**config.mk**
```make
export PLATFORM = sky130hd
export DESIGN_NAME = rob_backend_top
export DESIGN_NICKNAME = d
export VERILOG_FILES = /design/src/rob_pkg.sv /design/src/arch_regfile.sv /design/src/commit_unit.sv /design/src/reorder_buffer.sv /design/src/rob_backend_top.sv
export SDC_FILE = /design/constraint.sdc
export NUM_CORES = 2
export LEC_CHECK = 0
export BUFFER_PORTS_ARGS = -buffer_cell sky130_fd_sc_hd__buf_2
export CORE_MARGIN = 2
export CORE_UTILIZATION = 37
export CTS_CLUSTER_DIAMETER = 60
export DETAILED_ROUTE_END_ITERATION = 10
export GPL_ROUTABILITY_DRIVEN = 1
export GPL_TIMING_DRIVEN = 0
export PLACE_DENSITY = 0.56
export SYNTH_ARGS = -nofsm -noshare
export SYNTH_HDL_FRONTEND = slang
export SYNTH_SLANG_ARGS = --single-unit
```
**constraint.sdc**
```tcl
create_clock -name clk -period 3.96 [get_ports clk]
set_clock_uncertainty 0.15 [all_clocks]
set_input_delay 0.396 -clock clk [delete_from_list [all_inputs] [get_ports clk]]
set_output_delay 0.396 -clock clk [all_outputs]
set_load 0.005 [all_outputs]
```
**src/rob_pkg.sv**
```systemverilog
package rob_pkg;

	// data and pc width
	localparam int xlen = 32;

	typedef logic [xlen-1:0] xlen_t;

	// architectural register index, x0 to x31
	typedef logic [4:0] reg_addr_t;

	// tells commit how to retire an entry
	typedef enum logic [2:0] {
		op_alu    = 3'd0,
		op_load   = 3'd1,
		op_store  = 3'd2,
		op_branch = 3'd3,
		op_jalr   = 3'd4
	} op_class_e;

	// branch port outcome
	// targets are at least halfword aligned, so bit 0 is free for the taken flag
	typedef struct packed {
		logic [xlen-1:1] target;
		logic            taken;
	} br_outcome_t;

	// one completion word
	// alu port writes plain data, branch port writes an outcome
	// for jalr only the target field is meaningful
	typedef union packed {
		xlen_t       data;
		br_outcome_t br;
	} cmpl_result_u;

endpackage

```
**src/arch_regfile.sv**
```systemverilog
module arch_regfile import rob_pkg::*; (
	input  logic      clk,
	input  logic      rst,
	input  logic      we_i,
	input  reg_addr_t waddr_i,
	input  xlen_t     wdata_i,
	input  reg_addr_t raddr_i,
	output xlen_t     rdata_o
);
	// x0 has no storage
	xlen_t regs_q [1:31];

	always_ff @(posedge clk) begin
		if (rst) begin
			for (int i = 1; i < 32; i++) begin
				regs_q[i] <= '0;
			end
		end else if (we_i && (waddr_i != '0)) begin
			regs_q[waddr_i] <= wdata_i;
		end
	end

	// read is combinational, x0 reads as zero
	assign rdata_o = (raddr_i == '0) ? '0 : regs_q[raddr_i];

endmodule

```
**src/commit_unit.sv**
```systemverilog
module commit_unit import rob_pkg::*; (
	input  logic         head_valid_i,
	input  logic         head_ready_i,
	input  op_class_e    head_class_i,
	input  reg_addr_t    head_rd_i,
	input  xlen_t        head_pc_i,
	input  logic         head_pred_taken_i,
	input  cmpl_result_u head_result_i,
	output logic         retire_o,
	output logic         flush_o,
	output logic         rf_we_o,
	output reg_addr_t    rf_waddr_o,
	output xlen_t        rf_wdata_o,
	output logic         commit_valid_o,
	output logic         commit_we_o,
	output reg_addr_t    commit_rd_o,
	output xlen_t        commit_data_o,
	output logic         redirect_valid_o,
	output xlen_t        redirect_pc_o
);
	logic  commit_fire;
	logic  writes_rd;
	logic  rd_write;
	logic  do_redirect;
	xlen_t pc_plus4;
	xlen_t target_pc;
	xlen_t wb_data;

	assign commit_fire = head_valid_i && head_ready_i;
	assign pc_plus4    = head_pc_i + xlen_t'(4);
	assign target_pc   = {head_result_i.br.target, 1'b0};

	// decode the head result by class
	always_comb begin
		writes_rd     = 1'b0;
		do_redirect   = 1'b0;
		wb_data       = '0;
		redirect_pc_o = '0;
		case (head_class_i)
			op_alu, op_load: begin
				writes_rd = 1'b1;
				wb_data   = head_result_i.data;
			end
			op_jalr: begin
				// link value, and the jump is always taken at retirement
				writes_rd     = 1'b1;
				wb_data       = pc_plus4;
				do_redirect   = 1'b1;
				redirect_pc_o = target_pc;
			end
			op_branch: begin
				do_redirect   = (head_result_i.br.taken != head_pred_taken_i);
				redirect_pc_o = head_result_i.br.taken ? target_pc : pc_plus4;
			end
			// stores retire silently
			default: begin
			end
		endcase
	end

	// x0 is never written
	assign rd_write = commit_fire && writes_rd && (head_rd_i != '0);

	assign commit_valid_o   = commit_fire;
	assign commit_we_o      = rd_write;
	assign commit_rd_o      = head_rd_i;
	assign commit_data_o    = wb_data;
	assign rf_we_o          = rd_write;
	assign rf_waddr_o       = head_rd_i;
	assign rf_wdata_o       = wb_data;
	assign redirect_valid_o = commit_fire && do_redirect;
	assign retire_o         = commit_fire;
	assign flush_o          = redirect_valid_o;

endmodule

```
**src/reorder_buffer.sv**
```systemverilog
module reorder_buffer import rob_pkg::*; #(
	parameter  int rob_depth = 8,
	localparam int tag_w     = $clog2(rob_depth)
) (
	input  logic             clk,
	input  logic             rst,
	// dispatch
	input  logic             dispatch_valid_i,
	input  op_class_e        dispatch_class_i,
	input  reg_addr_t        dispatch_rd_i,
	input  xlen_t            dispatch_pc_i,
	input  logic             dispatch_pred_taken_i,
	output logic [tag_w-1:0] dispatch_tag_o,
	// completion ports
	input  logic             alu_done_i,
	input  logic [tag_w-1:0] alu_tag_i,
	input  xlen_t            alu_result_i,
	input  logic             br_done_i,
	input  logic [tag_w-1:0] br_tag_i,
	input  cmpl_result_u     br_result_i,
	// from commit
	input  logic             retire_i,
	input  logic             flush_i,
	// head view for commit
	output logic             head_valid_o,
	output logic             head_ready_o,
	output op_class_e        head_class_o,
	output reg_addr_t        head_rd_o,
	output xlen_t            head_pc_o,
	output logic             head_pred_taken_o,
	output cmpl_result_u     head_result_o,
	output logic             full_o,
	output logic             empty_o
);
	// pointers carry one extra wrap bit above the index
	logic [tag_w:0] head_q;
	logic [tag_w:0] tail_q;
	logic [tag_w-1:0] head_idx;
	logic [tag_w-1:0] tail_idx;

	logic [rob_depth-1:0] valid_q;
	logic [rob_depth-1:0] ready_q;

	// entry payload
	op_class_e    class_q       [rob_depth];
	reg_addr_t    rd_q          [rob_depth];
	xlen_t        pc_q          [rob_depth];
	logic         pred_taken_q  [rob_depth];
	cmpl_result_u result_q      [rob_depth];

	// completions only land on live entries
	logic alu_hit;
	logic br_hit;

	assign head_idx = head_q[tag_w-1:0];
	assign tail_idx = tail_q[tag_w-1:0];

	assign alu_hit = alu_done_i && valid_q[alu_tag_i];
	assign br_hit  = br_done_i && valid_q[br_tag_i];

	assign empty_o = (head_q == tail_q);
	assign full_o  = (head_idx == tail_idx) && (head_q[tag_w] != tail_q[tag_w]);

	assign dispatch_tag_o = tail_idx;

	always_ff @(posedge clk) begin
		if (rst || flush_i) begin
			// a flush also drops any dispatch in the same cycle
			head_q  <= '0;
			tail_q  <= '0;
			valid_q <= '0;
			ready_q <= '0;
		end else begin
			if (alu_hit) begin
				ready_q[alu_tag_i] <= 1'b1;
			end
			if (br_hit) begin
				ready_q[br_tag_i] <= 1'b1;
			end
			if (dispatch_valid_i) begin
				valid_q[tail_idx] <= 1'b1;
				ready_q[tail_idx] <= 1'b0;
				tail_q            <= tail_q + 1'b1;
			end
			if (retire_i) begin
				valid_q[head_idx] <= 1'b0;
				head_q            <= head_q + 1'b1;
			end
		end
	end

	always_ff @(posedge clk) begin
		if (dispatch_valid_i) begin
			class_q[tail_idx]      <= dispatch_class_i;
			rd_q[tail_idx]         <= dispatch_rd_i;
			pc_q[tail_idx]         <= dispatch_pc_i;
			pred_taken_q[tail_idx] <= dispatch_pred_taken_i;
		end
		if (alu_hit) begin
			result_q[alu_tag_i].data <= alu_result_i;
		end
		if (br_hit) begin
			result_q[br_tag_i] <= br_result_i;
		end
	end

	// combinational head view
	assign head_valid_o      = valid_q[head_idx];
	assign head_ready_o      = ready_q[head_idx];
	assign head_class_o      = class_q[head_idx];
	assign head_rd_o         = rd_q[head_idx];
	assign head_pc_o         = pc_q[head_idx];
	assign head_pred_taken_o = pred_taken_q[head_idx];
	assign head_result_o     = result_q[head_idx];

endmodule

```
**src/rob_backend_top.sv**
```systemverilog
module rob_backend_top import rob_pkg::*; #(
	parameter  int rob_depth = 8,
	localparam int tag_w     = $clog2(rob_depth)
) (
	input  logic             clk,
	input  logic             rst,
	input  logic             dispatch_valid_i,
	input  op_class_e        dispatch_class_i,
	input  reg_addr_t        dispatch_rd_i,
	input  xlen_t            dispatch_pc_i,
	input  logic             dispatch_pred_taken_i,
	output logic [tag_w-1:0] dispatch_tag_o,
	input  logic             alu_done_i,
	input  logic [tag_w-1:0] alu_tag_i,
	input  xlen_t            alu_result_i,
	input  logic             br_done_i,
	input  logic [tag_w-1:0] br_tag_i,
	input  cmpl_result_u     br_result_i,
	output logic             commit_valid_o,
	output logic             commit_we_o,
	output reg_addr_t        commit_rd_o,
	output xlen_t            commit_data_o,
	output logic             redirect_valid_o,
	output xlen_t            redirect_pc_o,
	output logic             rob_full_o,
	output logic             rob_empty_o,
	input  reg_addr_t        rf_raddr_i,
	output xlen_t            rf_rdata_o
);
	// head view of the buffer
	logic         head_valid;
	logic         head_ready;
	op_class_e    head_class;
	reg_addr_t    head_rd;
	xlen_t        head_pc;
	logic         head_pred_taken;
	cmpl_result_u head_result;

	logic      retire;
	logic      flush;
	logic      rf_we;
	reg_addr_t rf_waddr;
	xlen_t     rf_wdata;

	reorder_buffer #(.rob_depth(rob_depth)) u_rob (
		.clk(clk), .rst(rst),
		.dispatch_valid_i(dispatch_valid_i), .dispatch_class_i(dispatch_class_i),
		.dispatch_rd_i(dispatch_rd_i), .dispatch_pc_i(dispatch_pc_i),
		.dispatch_pred_taken_i(dispatch_pred_taken_i), .dispatch_tag_o(dispatch_tag_o),
		.alu_done_i(alu_done_i), .alu_tag_i(alu_tag_i), .alu_result_i(alu_result_i),
		.br_done_i(br_done_i), .br_tag_i(br_tag_i), .br_result_i(br_result_i),
		.retire_i(retire), .flush_i(flush),
		.head_valid_o(head_valid), .head_ready_o(head_ready), .head_class_o(head_class),
		.head_rd_o(head_rd), .head_pc_o(head_pc), .head_pred_taken_o(head_pred_taken),
		.head_result_o(head_result), .full_o(rob_full_o), .empty_o(rob_empty_o)
	);

	commit_unit u_commit (
		.head_valid_i(head_valid), .head_ready_i(head_ready), .head_class_i(head_class),
		.head_rd_i(head_rd), .head_pc_i(head_pc), .head_pred_taken_i(head_pred_taken),
		.head_result_i(head_result), .retire_o(retire), .flush_o(flush),
		.rf_we_o(rf_we), .rf_waddr_o(rf_waddr), .rf_wdata_o(rf_wdata),
		.commit_valid_o(commit_valid_o), .commit_we_o(commit_we_o),
		.commit_rd_o(commit_rd_o), .commit_data_o(commit_data_o),
		.redirect_valid_o(redirect_valid_o), .redirect_pc_o(redirect_pc_o)
	);

	arch_regfile u_regfile (
		.clk(clk), .rst(rst),
		.we_i(rf_we), .waddr_i(rf_waddr), .wdata_i(rf_wdata),
		.raddr_i(rf_raddr_i), .rdata_o(rf_rdata_o)
	);

endmodule

```
==> results by group <==
Place
  • Final RePlAce weighted congestion: 0.894
  • Pre-CTS setup slack: -2710 ps
  • Port bufs: 226
  • Post-DP HPWL: 152 mm

Worst hold path
  • Hold path start: alu_tag_i[0]
  • Worst hold stages: 3
  • Hold WC Path Type: in2reg

Critical path
  • R2R depth: 14
  • Slowest cell on crit path: o22ai_2
  • Crit path launch type: register
  • Worst Path Required: 3410 ps
  • CP peak stage delay: 460 ps
  • WP data arrival: 4220 ps
  • Setup CP Type: reg2out
  • CP max FO: 8
  • Worst path cell trace: buf_16 > buf_4 > buf_4 > buf_16 > mux4_2 > mux2_4 > and4_4 > nand4_1 > buf_8 > buf_6 > nor4_4 > xnor2_1 > o22ai_2 > buf_2
  • Crit path capture type: output pin

Route
  • Final WL: 233 mm
  • DRT iter0 DRCs: 5404
  • Vias: 44900
  • DR DRC count: 0
  • WL/cell: 29.0 µm
  • Total iterations of the first detailed-routing run: 6
  • Drt via density: 5.59
  • Final ANT Viol Nets: 0

Layout
  • Area growth syn-to-layout: 28.0%
  • Final net count: 5480
  • Layout cells sized above 1: 38.6%
  • Filler Cell Count: 16300
  • Final core utilization: 47.7%

Floorplan
  • Initial Utilization: 37.2%
  • Die width: 444 µm
  • Core area: 193000 µm²
  • Num rows: 161
  • DIE AREA: 197000 µm²
  • # IOs: 230
  • Vert. Die Dim: 444 µm

STA
  • Hold Fails Final Rpt: 0
  • Final Max Slew Viols: 0
  • Worst slew pin tran: 1280 ps
  • Max_slew headroom: 14.4%
  • Clock period minus worst slack: 4770 ps
  • Final period util: 120%
  • Count of final setup violators: 85
  • Post-layout worst setup margin: -806 ps
  • RSZ-0062 raised after global routing: true
  • FMAX: 0.210 GHz

Yosys
  • Flops & latches, synth: 1635
  • Yosys warns: 0
  • Asr flop ratio synth: 0%
  • EDFF count, synth: 1608
  • Cell variety after synth: 62
  • Cells after synthesis: 4392
  • Seq/Total Area, Yosys: 68.1%
  • Synthesized cell area: 71700 µm²
  • Synth area leaders: edfxtp_1 67%, mux4_2 14%, nor2_1 5.4%
  • Main synth FF type: edfxtp_1
  • Most frequent cell after synthesis: edfxtp_1
  • Avg Synthesized Cell Area: 16.3 µm²
  • Yosys top cell by area: edfxtp_1
  • Synth top cells by count: 1608 x edfxtp_1, 1034 x nor2_1, 451 x mux4_2, 281 x mux2_2, 274 x clkbuf_1
  • Yosys top cell area share: 67.4%

Global routing
  • Largest net degree at the start of global routing: 33
  • First-pass GRT wire length: 316 mm
  • Total GRT Usage: 22.1%
  • Met3 Track Usage GR: 4.47%
  • Initial antenna violation count: 35
  • Met2 usage in global routing: 35.2%
  • Vias in the first global route: 43900
  • M1 GR Usage: 30.7%
  • Gr busiest metal: met2
  • Grt total ovfl: 0

Clock tree
  • CTS root buf: clkbuf_16
  • H-tree Lvls: 4
  • TritonCTS Sinks: 1635
  • CTS max path bufs: 3
  • Num CTS Buffers: 172
  • Worst-path clk slew: 60 ps
  • TritonCTS clock tree: yes
  • Clock latency reported for the late side of the worst-skew pair: 820 ps

Status
  • Violated checks: setup timing
  • Outcome: finished, violations left

Power and ir drop
  • Static Leakage: 31.6 nW
  • Cell Pwr Density: 476 nW/µm²
  • Total Power: 43.7 mW
  • Worst VDD drop: 447 µV

Job
  • MaxCap Viol Count: 0
[metal layers]
layer  part of all wire [%]  vias up
met4                    3.4       24
li1                       -    18900
met2                     48     2128
met5                  0.064        -
met1                     40    23400
met3                    8.3      463
[report_power, final]
| part | switching [mW] | total, mW | leakage (nW) | internal, mW |
|---|---|---|---|---|
| Sequential | 0.147 | 19.6 | 16.1 | 19.5 |
| Clock | 6.94 | 15.6 | 2.60 | 8.69 |
| Combinational | 4.71 | 8.42 | 13.0 | 3.71 |
[path summary, 6_finish.rpt]
path	endpoint	slack (ps)
max reg2reg	u_regfile.regs_q[16][16]$_SDFFCE_PN0P_	-30
min	u_rob.result_q[5][26]$_DFFE_PP_	80
max	redirect_pc_o[26]	-810
min reg2reg	u_rob.ready_q[2]$_SDFF_PP0_	350
[cells in the final DEF (no fill, tap or decap), drive strengths merged, types with 9 or more instances in the layout]
cell and instances:
buf 705, nand3 20, nor4 9, nor2 1034
inv 44, edfxtp 1608, nand4 16, mux2 281
diode 13, o22a 16, a21oi 73, xor2 9
nor2b 12, mux2i 109, a22oi 9, xnor2 17
clkinv 65, and2 11, nor3 25, nand2b 66
conb 32, dfxtp 27, dlygate4sd3 139, nand2 79
clkbuf 499, o22ai 36, mux4 452
[per-stage QoR]
stage	area, µm²	setup TNS (ps)	hold WS, ps	std cells
2_1_floorplan	71900	0	316	4423
3_3_place_gp	76200	-3933690	334	7175
6_report	91800	-25290	81.3	8034
4_1_cts	88900	-118710	29.1	7833
3_5_place_dp	76900	-3289150	334	7203
5_1_grt	91800	-38800	49.9	8028
[critical path: cells and delay by family (launching register included)]
family	cells	cell delay [ps]
buffers and inverters	7	1110
AND/OR/NAND/NOR	3	740
AO/OA/AOI/OAI	1	460
XOR/XNOR	1	190
flip-flops	1	380
multiplexers	2	510
[repair_timing]
item / in CTS / in global routing
endpoints found under the setup margin: 2146 / 1661
buffers inserted: 184 / 179
hold buffers: 139 / 0
pin swaps: 71 / 105
gates cloned: 8 / 32
hold endpoints to repair: 594 / 0
resized for setup: 755 / 482
[kinds of logic after synthesis]
family / Yosys count / synth area share (%)
other: 1 / 0.00523
multiplexers: 842 / 20.1
XOR/XNOR: 26 / 0.318
buffers and inverters: 418 / 2.38
adder cells (fa/ha/maj): 3 / 0.0524
AND/OR/NAND/NOR: 1283 / 7.33
AO/OA/AOI/OAI: 184 / 1.68
flip-flops: 1635 / 68.1
[area by class of cell]
type / count / area, µm² / area share (%)
Clock buffer: 229 / 4620 / 5.04
Sequential cell: 1635 / 48800 / 53.2
Tap cell: 2526 / 3160 / 3.44
Timing Repair Buffer: 759 / 7130 / 7.77
Antenna cell: 13 / 32.5 / 0.0354
Clock inverter: 84 / 691 / 0.752
Inverter: 36 / 224 / 0.244
Multi-Input combinational cell: 2395 / 24400 / 26.5
Buffer: 357 / 2740 / 2.98
[registers in the layout, indices dropped and copies added, names as in the netlist, named ones only]
| name | count |
|---|---|
| u_rob.valid_q | 8 |
| u_rob.head_q | 4 |
| u_rob.tail_q | 4 |
| u_rob.rd_q | 40 |
| u_regfile.regs_q | 1024 |
| u_rob.pc_q | 256 |
| u_rob.class_q | 24 |
| u_rob.ready_q | 8 |
| u_rob.result_q | 256 |
| u_rob.pred_taken_q | 8 |
Power figures use the tool's default switching activity.
